`src/pkg_eu_ops.sv`:
```
package pkg_eu_ops;

  // instruction queue depth, power of two so the pointers wrap on their own
  localparam int IQ_DEPTH = 4;
  localparam int IQ_PTR_W = $clog2(IQ_DEPTH);

  // one result-store entry per uid
  localparam int RS_ENTRIES = 16;

  typedef enum logic [1:0] {
    OP_ADD = 2'd0,
    OP_SUB = 2'd1,
    OP_AND = 2'd2,
    OP_XOR = 2'd3
  } eu_opcode_e;

endpackage
```
`src/pkg_dtypes.sv`:
```
package pkg_dtypes;
  import pkg_eu_ops::*;

  localparam int DATA_W   = 16;
  localparam int EU_IDX_W = 2;
  localparam int UID_W    = 4;
  localparam int ADDR_W   = EU_IDX_W + UID_W;

  typedef logic [DATA_W-1:0]   type_exec_unit_data;
  typedef logic [EU_IDX_W-1:0] type_eu_idx;
  typedef logic [UID_W-1:0]    type_uid;
  // unit index on top, uid below
  typedef logic [ADDR_W-1:0]   type_exec_unit_addr;

  // op0/op1 hold an immediate, or an address in the low bits when isreg is set
  typedef struct packed {
    eu_opcode_e         opcode;
    type_uid            dst;
    logic               op0_isreg;
    logic               op1_isreg;
    type_exec_unit_data op0;
    type_exec_unit_data op1;
  } type_iqueue_entry;

  function automatic type_exec_unit_addr addr_of(type_exec_unit_data operand);
    return operand[ADDR_W-1:0];
  endfunction

  function automatic type_eu_idx idx_of(type_exec_unit_addr addr);
    return addr[ADDR_W-1:UID_W];
  endfunction

  function automatic type_uid uid_of(type_exec_unit_addr addr);
    return addr[UID_W-1:0];
  endfunction

endpackage

```
`src/operand_if.sv`:
```
interface operand_if import pkg_dtypes::*; ();

  type_exec_unit_data op0_data;
  logic               op0_success;
  type_exec_unit_data op1_data;
  logic               op1_success;

  modport source (
    output op0_data, op0_success,
    output op1_data, op1_success
  );

  modport sink (
    input op0_data, op0_success,
    input op1_data, op1_success
  );

endinterface

```
`src/exec_unit.sv`:
```
module exec_unit import pkg_dtypes::*; #(
  parameter type_eu_idx EU_IDX = 0
) (
  input  logic               clk,
  input  logic               reset_n,

  input  logic               instr_valid_i,
  input  type_iqueue_entry   instr_i,
  output logic               instr_ready_o,

  output logic               fop0_req_o,
  output type_exec_unit_addr fop0_addr_o,
  input  type_exec_unit_data fop0_data_i,
  input  logic               fop0_success_i,
  output logic               fop1_req_o,
  output type_exec_unit_addr fop1_addr_o,
  input  type_exec_unit_data fop1_data_i,
  input  logic               fop1_success_i,

  output logic               res_valid_o,
  output type_uid            res_uid_o,
  output type_exec_unit_data res_data_o
);

  operand_if local_ops ();
  operand_if foreign_ops ();
  operand_if ready_ops ();

  type_iqueue_entry current_instr;
  logic             op0_isreg;
  logic             op0_isforeign;
  logic             op1_isreg;
  logic             op1_isforeign;
  logic             issue;

  // other units answer through the foreign ports
  assign foreign_ops.op0_data    = fop0_data_i;
  assign foreign_ops.op0_success = fop0_success_i;
  assign foreign_ops.op1_data    = fop1_data_i;
  assign foreign_ops.op1_success = fop1_success_i;

  eu_iqueue #(.EU_IDX(EU_IDX)) iqueue0 (
    .clk, .reset_n,
    .instr_valid_i, .instr_i, .instr_ready_o,
    .ops             (ready_ops),
    .current_instr_o (current_instr),
    .op0_isreg_o     (op0_isreg),
    .op0_isforeign_o (op0_isforeign),
    .op1_isreg_o     (op1_isreg),
    .op1_isforeign_o (op1_isforeign),
    .issue_o         (issue),
    .fop0_req_o, .fop0_addr_o,
    .fop1_req_o, .fop1_addr_o
  );

  // results written back for local dependencies
  eu_result_store store0 (
    .clk, .reset_n,
    .wr_valid_i      (res_valid_o),
    .wr_uid_i        (res_uid_o),
    .wr_data_i       (res_data_o),
    .current_instr_i (current_instr),
    .rd              (local_ops)
  );

  eu_prepop prepop0 (
    .clk, .reset_n,
    .foreign         (foreign_ops),
    .local_ops       (local_ops),
    .current_instr_i (current_instr),
    .op0_isreg_i     (op0_isreg),
    .op0_isforeign_i (op0_isforeign),
    .op1_isreg_i     (op1_isreg),
    .op1_isforeign_i (op1_isforeign),
    .ready           (ready_ops)
  );

  eu_alu alu0 (
    .clk, .reset_n,
    .issue_i         (issue),
    .current_instr_i (current_instr),
    .ops             (ready_ops),
    .res_valid_o, .res_uid_o, .res_data_o
  );

endmodule

```
`src/eu_alu.sv`:
```
module eu_alu import pkg_dtypes::*, pkg_eu_ops::*; (
  input  logic               clk,
  input  logic               reset_n,

  input  logic               issue_i,
  input  type_iqueue_entry   current_instr_i,
  operand_if.sink            ops,

  output logic               res_valid_o,
  output type_uid            res_uid_o,
  output type_exec_unit_data res_data_o
);

  type_exec_unit_data result;

  // add and sub wrap at the data width
  always_comb begin
    result = '0;
    case (current_instr_i.opcode)
      OP_ADD:  result = ops.op0_data + ops.op1_data;
      OP_SUB:  result = ops.op0_data - ops.op1_data;
      OP_AND:  result = ops.op0_data & ops.op1_data;
      OP_XOR:  result = ops.op0_data ^ ops.op1_data;
      default: result = '0;
    endcase
  end

  // one-cycle strobe, results are never stalled
  always_ff @(posedge clk) begin
    if (!reset_n) begin
      res_valid_o <= 1'b0;
    end else begin
      res_valid_o <= issue_i;
    end
  end

  always_ff @(posedge clk) begin
    if (issue_i) begin
      res_uid_o  <= current_instr_i.dst;
      res_data_o <= result;
    end
  end

endmodule

```
`src/eu_prepop.sv`:
```
module eu_prepop import pkg_dtypes::*; (
  input  logic             clk,
  input  logic             reset_n,

  operand_if.sink          foreign,
  operand_if.sink          local_ops,

  input  type_iqueue_entry current_instr_i,
  input  logic             op0_isreg_i,
  input  logic             op0_isforeign_i,
  input  logic             op1_isreg_i,
  input  logic             op1_isforeign_i,

  operand_if.source        ready
);

  // single entry for the operand that arrived first
  logic               hold_valid;
  logic               hold_opx;
  type_exec_unit_data hold_data;
  logic               hold_load;

  type_exec_unit_data src0_data;
  type_exec_unit_data src1_data;
  logic               src0_ok;
  logic               src1_ok;
  logic               both_ok;

  // pick local or foreign source per operand
  always_comb begin
    if (op0_isforeign_i) begin
      src0_data = foreign.op0_data;
      src0_ok   = op0_isreg_i & foreign.op0_success;
    end else begin
      src0_data = local_ops.op0_data;
      src0_ok   = op0_isreg_i & local_ops.op0_success;
    end
    if (op1_isforeign_i) begin
      src1_data = foreign.op1_data;
      src1_ok   = op1_isreg_i & foreign.op1_success;
    end else begin
      src1_data = local_ops.op1_data;
      src1_ok   = op1_isreg_i & local_ops.op1_success;
    end
  end

  // priority: immediate, then held value, then live source
  always_comb begin
    if (!op0_isreg_i) begin
      ready.op0_data    = current_instr_i.op0;
      ready.op0_success = 1'b1;
    end else if (hold_valid && !hold_opx) begin
      ready.op0_data    = hold_data;
      ready.op0_success = 1'b1;
    end else begin
      ready.op0_data    = src0_data;
      ready.op0_success = src0_ok;
    end

    if (!op1_isreg_i) begin
      ready.op1_data    = current_instr_i.op1;
      ready.op1_success = 1'b1;
    end else if (hold_valid && hold_opx) begin
      ready.op1_data    = hold_data;
      ready.op1_success = 1'b1;
    end else begin
      ready.op1_data    = src1_data;
      ready.op1_success = src1_ok;
    end
  end

  assign both_ok = ready.op0_success & ready.op1_success;

  // exactly one register operand showed up and the other is still missing
  assign hold_load = !both_ok && !hold_valid && (src0_ok ^ src1_ok);

  always_ff @(posedge clk) begin
    if (!reset_n) begin
      hold_valid <= 1'b0;
      hold_opx   <= 1'b0;
    end else if (both_ok) begin
      // instruction issues this cycle, free the entry for the next one
      hold_valid <= 1'b0;
    end else if (hold_load) begin
      hold_valid <= 1'b1;
      hold_opx   <= src1_ok;
    end
  end

  always_ff @(posedge clk) begin
    if (hold_load) begin
      hold_data <= src0_ok ? src0_data : src1_data;
    end
  end

endmodule

```
`src/eu_result_store.sv`:
```
module eu_result_store import pkg_dtypes::*, pkg_eu_ops::*; (
  input  logic               clk,
  input  logic               reset_n,

  // write port from the ALU
  input  logic               wr_valid_i,
  input  type_uid            wr_uid_i,
  input  type_exec_unit_data wr_data_i,

  input  type_iqueue_entry   current_instr_i,
  operand_if.source          rd
);

  type_exec_unit_data    data_mem [RS_ENTRIES];
  logic [RS_ENTRIES-1:0] valid;
  type_uid               rd0_uid;
  type_uid               rd1_uid;

  // only the uid part matters locally, the unit index is checked in the iqueue
  assign rd0_uid = uid_of(addr_of(current_instr_i.op0));
  assign rd1_uid = uid_of(addr_of(current_instr_i.op1));

  always_ff @(posedge clk) begin
    if (!reset_n) begin
      valid <= '0;
    end else if (wr_valid_i) begin
      valid[wr_uid_i] <= 1'b1;
    end
  end

  always_ff @(posedge clk) begin
    if (wr_valid_i) begin
      data_mem[wr_uid_i] <= wr_data_i;
    end
  end

  // no write bypass, a new result is visible the cycle after it is written
  assign rd.op0_data    = data_mem[rd0_uid];
  assign rd.op0_success = valid[rd0_uid];
  assign rd.op1_data    = data_mem[rd1_uid];
  assign rd.op1_success = valid[rd1_uid];

endmodule

```
`src/eu_iqueue.sv`:
```
module eu_iqueue import pkg_dtypes::*, pkg_eu_ops::*; #(
  parameter type_eu_idx EU_IDX = '0
) (
  input  logic               clk,
  input  logic               reset_n,

  input  logic               instr_valid_i,
  input  type_iqueue_entry   instr_i,
  output logic               instr_ready_o,

  // successes coming back from prepop
  operand_if.sink            ops,

  output type_iqueue_entry   current_instr_o,
  output logic               op0_isreg_o,
  output logic               op0_isforeign_o,
  output logic               op1_isreg_o,
  output logic               op1_isforeign_o,
  output logic               issue_o,

  output logic               fop0_req_o,
  output type_exec_unit_addr fop0_addr_o,
  output logic               fop1_req_o,
  output type_exec_unit_addr fop1_addr_o
);

  type_iqueue_entry    entries [IQ_DEPTH];
  logic [IQ_PTR_W-1:0] head;
  logic [IQ_PTR_W-1:0] tail;
  logic [IQ_PTR_W:0]   count;
  logic                head_valid;
  logic                push;
  type_exec_unit_addr  op0_addr;
  type_exec_unit_addr  op1_addr;

  assign head_valid    = (count != '0);
  assign instr_ready_o = (count != (IQ_PTR_W+1)'(IQ_DEPTH));
  assign push          = instr_valid_i & instr_ready_o;

  // empty queue looks like an instruction with two immediates
  assign current_instr_o = head_valid ? entries[head] : '0;

  assign op0_addr = addr_of(current_instr_o.op0);
  assign op1_addr = addr_of(current_instr_o.op1);

  assign op0_isreg_o     = current_instr_o.op0_isreg;
  assign op1_isreg_o     = current_instr_o.op1_isreg;
  assign op0_isforeign_o = op0_isreg_o & (idx_of(op0_addr) != EU_IDX);
  assign op1_isforeign_o = op1_isreg_o & (idx_of(op1_addr) != EU_IDX);

  assign issue_o = head_valid & ops.op0_success & ops.op1_success;

  assign fop0_req_o  = op0_isforeign_o;
  assign fop0_addr_o = op0_addr;
  assign fop1_req_o  = op1_isforeign_o;
  assign fop1_addr_o = op1_addr;

  always_ff @(posedge clk) begin
    if (!reset_n) begin
      head  <= '0;
      tail  <= '0;
      count <= '0;
    end else begin
      if (push) begin
        tail <= tail + 1'b1;
      end
      // issue is the pop
      if (issue_o) begin
        head <= head + 1'b1;
      end
      case ({push, issue_o})
        2'b10:   count <= count + 1'b1;
        2'b01:   count <= count - 1'b1;
        default: count <= count;
      endcase
    end
  end

  always_ff @(posedge clk) begin
    if (push) begin
      entries[tail] <= instr_i;
    end
  end

endmodule

```
`config.mk`:
```
export PLATFORM = sky130hd
export DESIGN_NAME = exec_unit
export DESIGN_NICKNAME = d
export VERILOG_FILES = /design/src/pkg_eu_ops.sv /design/src/pkg_dtypes.sv /design/src/operand_if.sv /design/src/exec_unit.sv /design/src/eu_alu.sv /design/src/eu_prepop.sv /design/src/eu_result_store.sv /design/src/eu_iqueue.sv
export SDC_FILE = /design/constraint.sdc
export NUM_CORES = 1
export LEC_CHECK = 0
export BUFFER_PORTS_ARGS = -buffer_cell sky130_fd_sc_hd__buf_2
export CORE_MARGIN = 3
export CORE_UTILIZATION = 60
export CTS_BUF_LIST = sky130_fd_sc_hd__clkbuf_8
export DETAILED_ROUTE_END_ITERATION = 6
export GPL_TIMING_DRIVEN = 0
export HOLD_SLACK_MARGIN = 0.1
export PLACE_DENSITY = 0.85
export SYNTH_ARGS = -nofsm -noshare
export SYNTH_HDL_FRONTEND = slang
export SYNTH_HIERARCHICAL = 1
export SYNTH_SLANG_ARGS = --single-unit
```
`constraint.sdc`:
```
create_clock -name clk -period 7.2 [get_ports clk]
set_input_delay 1.08 -clock clk [delete_from_list [all_inputs] [get_ports clk]]
set_output_delay 1.08 -clock clk [all_outputs]
set_load 0.01 [all_outputs]
```
## Word level (Yosys, flattened, before mapping)

Memory sizes are Yosys's and may differ from the RTL's. A register that Yosys moved wholly into a read port is not among the register bits.
Cells that the tools add are included.

- Reduce and logical (&&, ||, !) cells: 15
- Order comparisons: 4
- Multiplexer cells: 28
- Eq/ne operators: 6
- Bitwise logic cells: 16
- Add/subtract/negate cells: 6

Operators with widths:

| kind | count |
|---|---|
| 16-bit 2-to-1 mux | 7 |
| 16-bit one-hot mux with 4 select lines | 1 |
| 40-bit 2-to-1 mux | 1 |
| 16-bit adder | 1 |
| 16-bit bitwise AND | 1 |
| 16-bit bitwise OR | 1 |
| 16-bit subtractor | 1 |
| 16-bit XOR | 1 |
| 4-bit by 5-bit < comparator with 1-bit output, second input constant | 3 |
| 1-bit 2-to-1 mux | 13 |
| 1-bit bitwise AND | 10 |
| 1-bit binary-select mux with 4-bit select | 2 |
| 2-bit == test, second input constant | 3 |
| 3-bit one-hot mux with 2 select lines | 1 |
| 2-bit nonzero test | 3 |
| 1-bit logical AND | 5 |
| 2-bit by 1-bit adder with 2-bit output, second input constant | 2 |
| 1-bit demux with 4-bit select | 1 |
| 2-bit by 1-bit == test with 1-bit output, second input constant | 2 |
| 4-bit by 1-bit greater-or-equal comparator with 1-bit output, second input constant | 1 |
| 2-bit 2-to-1 mux | 2 |
| 3-bit by 1-bit adder with 3-bit output, second input constant | 1 |
| 1-bit logical NOT | 3 |
| 3-bit inequality test, second input constant | 1 |
| other kinds (7) | 8 |

- Register bits after elaboration: 62
- Input bits: 77
- Memories: 2
- Bits in writable memories: 416

Memory list:

| memory | depth | width | read ports | clocked after Yosys merged registers in | write ports | RTL line | RTL |
|---|---|---|---|---|---|---|---|
| store0.data_mem | 16 | 16 | 2 | 0 | 1 | eu_result_store.sv:14 | `type_exec_unit_data data_mem [RS_ENTRIES];` |
| iqueue0.entries | 4 | 40 | 1 | 1 | 1 | eu_iqueue.sv:27 | `type_iqueue_entry entries [IQ_DEPTH];` |

## Logic depth before layout (Yosys ltp)

Gate-level depths: netlist of run 1.

- Depth in word-level cells: 13
- Mapped depth: 28
- Depth with buffers taken out: 22

## Modules after synthesis

The synthesis of run 1 kept the hierarchy.

By module, submodules not included:

| module | seq. area each (um^2) | cells each | area each (um^2) | times used |
|---|---|---|---|---|
| eu_result_store | 8007.7 | 605 | 12276.8 | 1 |
| eu_iqueue | 4984.8 | 325 | 6651.4 | 1 |
| eu_alu | 620.6 | 254 | 2319.7 | 1 |
| eu_prepop | 520.5 | 212 | 1880.6 | 1 |

## Least setup slack after synthesis of run 1

No wires, ideal clock.

- Path kind: reg2reg
- From: register (tool-made name)
- To: register alu0.res_data_o[15] (data pin)
- Data required time: 7.025 ns
- Stages on the path, launching flop included: 27
- Path slack: 1.996 ns
- Arrival: 5.029 ns
- Library setup time: 0.175 ns
- Cells stage by stage: dfxtp_1 buf_6 buf_12 mux4_2 and2_1 buf_6 buf_6 buf_12 mux4_1 a22oi_1 nand2_1 mux2i_1 nand2_1 o211ai_1 o21ai_1 or4_4 nor3_4 nand2_1 o31ai_2 xor2_1 ha_1 a21oi_1 o21ai_1 mux2i_1 a21o_1 o21ai_0 nor4bb_1

RTL lines:

| what | RTL line | RTL |
|---|---|---|
| to (signal assigned) | eu_alu.sv:40 | `res_data_o <= result;` |
| to (decl) | eu_alu.sv:11 | `output type_exec_unit_data res_data_o` |

==> results of run 1 <==
[cell usage in the layout (no fill, tap or decap), drive strengths merged, types with 37 or more instances in the layout]
cell type and count:
a21oi 40, nor2 56, inv 72, mux4 176
edfxtp 452, ha 37, and2 46, mux2i 64
nand2 76, buf 194, a22oi 68, clkbuf 118
[state kept, by name (all words and copies together), names as in the netlist, named ones only]
register            cells
prepop0/hold_data      16
iqueue0/head            2
store0/data_mem       256
prepop0/hold_opx        1
store0/valid           16
alu0/res_data_o        16
iqueue0/tail            2
alu0/res_valid_o        1
alu0/res_uid_o          4
iqueue0/entries       160
iqueue0/count           3
prepop0/hold_valid      1
[final timing paths]
kind                            startpoint                       endpoint  slack, ns
max                              flip-flop  alu0/res_data_o[15]$_DFFE_PP_       0.32
min          prepop0/hold_opx$_SDFFE_PN0P_  prepop0/hold_opx$_SDFFE_PN0P_       0.47
max reg2reg                      flip-flop  alu0/res_data_o[15]$_DFFE_PP_       0.32
min reg2reg  prepop0/hold_opx$_SDFFE_PN0P_  prepop0/hold_opx$_SDFFE_PN0P_       0.47
[power breakdown]
part / internal (mW) / leakage, nW / switching [mW]
sequential: 3.69 / 4.34 / 0.315
clock: 1.07 / 0.820 / 1.04
combinational: 2.44 / 3.95 / 3.43
[layer usage]
| layer | GRT usage | vias up | wire [um] |
|---|---|---|---|
| li1 | - | 6048 | - |
| met3 | 0.0665 | 175 | 6370 |
| met4 | 0.103 | 4 | 2070 |
| met1 | 0.405 | 7275 | 22000 |
| met5 | 0 | - | 23 |
| met2 | 0.471 | 957 | 29100 |
[through the flow]
step	util	hold WS (ns)	setup WS, ns
6_report	0.688	0.472	0.320
5_1_grt	0.688	0.498	0.0299
4_1_cts	0.688	0.471	0.145
3_5_place_dp	0.652	0.463	0.236
3_3_place_gp	0.642	0.454	0.268
2_1_floorplan	-	0.443	2.00
[worst reg2reg max path, delay by kind of cell (launching register included)]
kind                     cells  cell delay [ns]
adder cells (fa/ha/maj)      1             0.44
AO/OA/AOI/OAI                7             1.66
multiplexers                 3             0.86
buffers and inverters        4             1.14
flip-flops                   1             0.41
XOR/XNOR                     1             0.13
AND/OR/NAND/NOR              8             1.98
[timing repair]
action                     in CTS  in global routing
setup endpoints to repair       0                  2
resized for setup               0                  7
buffers inserted                0                  0
[cell type report]
| cell class | count | area [um2] | area share |
|---|---|---|---|
| clock inverters | 57 | 279 | 0.0107 |
| repair buffers | 131 | 877 | 0.0337 |
| multi-input cells | 777 | 8310 | 0.319 |
| well taps | 511 | 639 | 0.0246 |
| clock buffers | 78 | 1070 | 0.0412 |
| plain buffers | 103 | 609 | 0.0234 |
| flip-flops and latches | 480 | 14100 | 0.543 |
| inverters | 33 | 124 | 0.00476 |
==> flow_summary.ini, run 1 <==
[power_and_ir_drop]
ir_drop_v = 0.000245
cellPowerDensity_nw_per_um2 = 460
total_power_mw = 12.0
p_leak_nw = 9.10

[detailed_routing]
ant_nets = 0
first_pass_iters = 6
drc = 0
wl_mm = 59.5
drt_iter0_drc = 1726
via_per_inst = 6.66
wl_per_cell_um = 27.4
vias = 14459

[place]
place.gp.congestion = 0.938
port_buffers = 111
dp_hpwl_mm = 42.0
dp.cells = 2036
place_area_um2 = 24700

[status]
outcome = finished, final reports clean

[flow_run]
maxCapViolCount = 0

[global_routing]
grt_pass1_vias = 14816
gr-total-overflow = 0
grt_usage = 0.294
grt_pass1_wl_mm = 89.9
grt_max_degree = 34
antenna_found_initial = 3

[setup_path]
critPathMaxFanout = 10
cp.arrival_ns = 7.22
slowest_delay_ns = 0.53
critPathLaunchType = flip-flop
critPathBufInv = 4
cp.depth = 24
crit_path_top_delay_cell = nor4bb_1
cp_top_family = simple AND/OR/NAND/NOR gates
required_ns = 7.54
critPathCaptureType = flip-flop
crit_chain = buf_2 -> mux4_2 -> and2_1 -> buf_2 -> buf_4 -> buf_2 -> mux4_2 -> a22oi_1 -> nand2_1 -> mux2i_1 -> nand2_1 -> o211ai_1 -> o21ai_1 -> nor4_2 -> nand2_1 -> o41ai_1 -> xor2_1 -> ha_1 -> and3_1 -> o211a_1 -> o21ai_1 -> a311oi_2 -> nor3_1 -> nor4bb_1
r2r_cells = 24
crit_type = reg -> reg

[finish]
nFillCells = 2449
drive_gt1_frac = 0.300
fin_cells = 2170
final_area_um2 = 26000
antenna_cells = 0
finalNetCount = 1719
syn_to_final_growth_pct = 12.7

[cts]
cts_buffer_depth = 3
clkSinkCount = 480
cts_tree = yes
clk-insertion-delay-late_ns = 0.62
numCtsBuffers = 77
cts_root_buf = clkbuf_8
path_clk_slew_ns = 0.06
h-tree-depth = 3
cts_hold_buf = 0

[yosys]
synthCells = 1394
syn_avg_cell_area_um2 = 16.6
synth_nets = 1510
syn_area_um2 = 23100
ys_warn_count = 6

[timing]
tns_ns = 0
tightest_slew_ns = 1.06
hold_violations = 0
fmax_mhz = 145
drv_slew = 0
fin_skew_ns = 0.0243
setup_viol = 0
rsz0062_at_grt = no
min_period_over_period = 0.956
slew_headroom = 0.296
period_minus_slack_ns = 6.88

[min_path]
holdPathStages = 2
hold_path.class = reg -> reg

[floorplanning]
die_w_um = 202
initial_core_util = 0.611
core-area_um2 = 37800
die_h_um = 202
core.rowCount = 71
num_io_pins = 113
die_area_um2 = 40900
No activity file was read; power rests on OpenSTA's default activity.
==> run 2: changes to the inputs <==
--- a/config.mk
+++ b/config.mk
@@ -6,13 +6,14 @@
 export NUM_CORES = 1
 export LEC_CHECK = 0
 export BUFFER_PORTS_ARGS = -buffer_cell sky130_fd_sc_hd__buf_2
+export CORE_ASPECT_RATIO = 2
 export CORE_MARGIN = 3
 export CORE_UTILIZATION = 60
 export CTS_BUF_LIST = sky130_fd_sc_hd__clkbuf_8
 export DETAILED_ROUTE_END_ITERATION = 6
 export GPL_TIMING_DRIVEN = 0
 export HOLD_SLACK_MARGIN = 0.1
-export PLACE_DENSITY = 0.85
+export PLACE_DENSITY = 0.8
 export SYNTH_ARGS = -nofsm -noshare
 export SYNTH_HDL_FRONTEND = slang
 export SYNTH_HIERARCHICAL = 1
==> constraint.sdc (replaced) <==
create_clock -name clk -period 7.9 [get_ports clk]
set_input_delay 1.185 -clock clk [delete_from_list [all_inputs] [get_ports clk]]
set_output_delay 1.185 -clock clk [all_outputs]
set_load 0.01 [all_outputs]
==> flow_summary.ini, run 2 (synthesized netlist as in run 1, its figures left out) <==
[global_routing]
gr-total-overflow = 0
grt_usage = 0.330
grt_max_degree = 35
grt_pass1_vias = 15389
grtUsageMet1 = 0.343
grt_pass1_wl_mm = 96.8
met2_usage = 0.579
antenna_found_initial = 4
top_usage_layer = met2
grtUsageMet3 = 0.0553

[detailed_routing]
vias = 14385
via_per_inst = 6.68
drt_iter0_drc = 1360
drc = 0
ant_nets = 0
wl_mm = 66.0
wl_per_cell_um = 30.6
first_pass_iters = 5

[power_and_ir_drop]
ir_drop_v = 0.000246
total_power_mw = 11.1
swShare = 0.416
combPwrFrac = 0.507
p_int_mw = 6.46
cellPowerDensity_nw_per_um2 = 428
p_switching_mw = 4.61
p_leak_nw = 8.97
sequentialPowerShare = 0.333
pwr-share-clk = 0.159

[finish]
layout_common_cells = edfxtp_1, mux4_2, buf_2
syn_to_final_growth_pct = 12.0
nFillCells = 2551
finalNetCount = 1703
final_common_cell = edfxtp_1
fin_cells = 2155
drive_gt1_frac = 0.301
top_register = store0/data_mem
largest_reg_flops = 256
largestRegisters = store0/data_mem (256), iqueue0/entries (160)

[cts]
cts_buffer_depth = 3
clkSinkCount = 480
cts_hold_buf = 0
numCtsBuffers = 59
h-tree-depth = 2
cts_root_buf = clkbuf_8
cts_tree = yes
path_clk_slew_ns = 0.09
clk-insertion-delay-late_ns = 0.65

[timing]
period_minus_slack_ns = 7.60
fin_skew_ns = 0.0218
hold_violations = 0
setup_viol = 0
whs_ns = 0.481
rsz0062_at_grt = no
tightest_slew_ns = 1.18
fmax_mhz = 132
min_period_over_period = 0.962
slew_headroom = 0.210
drv_slew = 0

[min_path]
holdPathStages = 2
hold_path.class = reg -> reg
min_from = prepop0/hold_opx$_SDFFE_PN0P_
holdPathEnd = prepop0/hold_opx$_SDFFE_PN0P_

[setup_path]
crit_chain = buf_1 -> mux4_2 -> and2_1 -> and2_1 -> clkbuf_1 -> clkbuf_1 -> a22oi_1 -> nand2_1 -> mux2i_1 -> nand2_1 -> o211ai_1 -> o21ai_1 -> or4_4 -> nor3_4 -> nand2_1 -> o31ai_2 -> xor2_1 -> ha_1 -> nand2_1 -> o21ai_1 -> mux2i_1 -> a21o_1 -> o21ai_0 -> nor4bb_2
cp.arrival_ns = 7.95
critPathLaunchType = flip-flop
crit_type = reg -> reg
reg2reg_slack_ns = 0.30
cp_top_family = simple AND/OR/NAND/NOR gates
required_ns = 8.25
crit_path_top_delay_cell = nor4bb_2
reg2reg_to = alu0/res_data_o[15]$_DFFE_PP_
slowest_delay_ns = 0.64
crit_top_cell = nand2_1
critPathBufInv = 3
critPathCaptureType = flip-flop
critPathMaxFanout = 10
r2r_cells = 24

[floorplanning]
core-area_um2 = 38000
initial_core_util = 0.608
die_w_um = 145
die_area_um2 = 41100
num_io_pins = 113
core.rowCount = 101
die_h_um = 284

[flow_run]
maxCapViolCount = 0

[place]
place.gp.congestion = 0.972
port_buffers = 111
dp.cells = 2043
dp_hpwl_mm = 50.1

[status]
outcome = finished, final reports clean
## run 2: worst max path at each step
stage,from,endpoint,slack [ns],depth (start not counted)
after global placement,iqueue0/count[0]$_SDFFE_PN0P_,alu0/res_data_o[15]$_DFFE_PP_,-0.18,25
after detailed placement,iqueue0/count[0]$_SDFFE_PN0P_,alu0/res_data_o[15]$_DFFE_PP_,-0.24,25
after floorplan,flip-flop,alu0/res_data_o[15]$_DFFE_PP_,2.70,26
after global routing,flip-flop,alu0/res_data_o[15]$_DFFE_PP_,0.09,24
final,flip-flop,alu0/res_data_o[15]$_DFFE_PP_,0.30,24
after CTS,iqueue0/count[0]$_SDFFE_PN0P_,alu0/res_data_o[15]$_DFFE_PP_,0.16,24
## run 2: what timing repair did
| item | in CTS | in global routing |
|---|---|---|
| setup buffers | 0 | 0 |
| resized for setup | 1 | 3 |
| gates cloned | 0 | 0 |
| endpoints found under the setup margin | 1 | 1 |
## run 2: area by class of cell
| cell class | instances | area (um2) | share of cell area |
|---|---|---|---|
| flip-flops and latches | 480 | 14100 | 0.546 |
| multi-input cells | 777 | 8310 | 0.321 |
| repair buffers | 134 | 887 | 0.0343 |
| clock buffers | 62 | 853 | 0.0330 |
| well taps | 515 | 644 | 0.0249 |
| plain buffers | 102 | 603 | 0.0233 |
| clock inverters | 49 | 319 | 0.0123 |
| inverters | 33 | 124 | 0.00479 |
| diodes | 3 | 7.51 | 0.000290 |
## run 2: metrics by stage
stage	TNS [ns]	area [um2]	utilization	worst slack [ns]
after global routing	0	25900	0.680	0.0853
after global placement	-0.176	24300	0.639	-0.176
after detailed placement	-0.242	24700	0.649	-0.242
final	0	25900	0.680	0.300
after CTS	0	25900	0.680	0.160
after floorplan	0	23100	-	2.70
## run 2: power groups by stage
stage | Sequential, mW | Combinational (mW) | Clock, mW
global placement | 3.71 | 5.37 | 0
CTS | 3.69 | 5.55 | 1.78
floorplan | 3.60 | 3.75 | 0
global route | 3.72 | 5.97 | 1.89
finish | 3.69 | 5.61 | 1.76
detailed placement | 3.74 | 5.51 | 0
## run 2: layer usage
layer,vias to the layer above,routed length (um)
met1,7228,19800
li1,6019,-
met4,2,6320
met3,289,4330
met2,847,35600
met5,-,13
## run 2: worst min-delay path: stages, from the launching register on
cell and delay [ns]:
dfxtp_1 0.33, nand2_1 0.05, mux2i_1 0.05
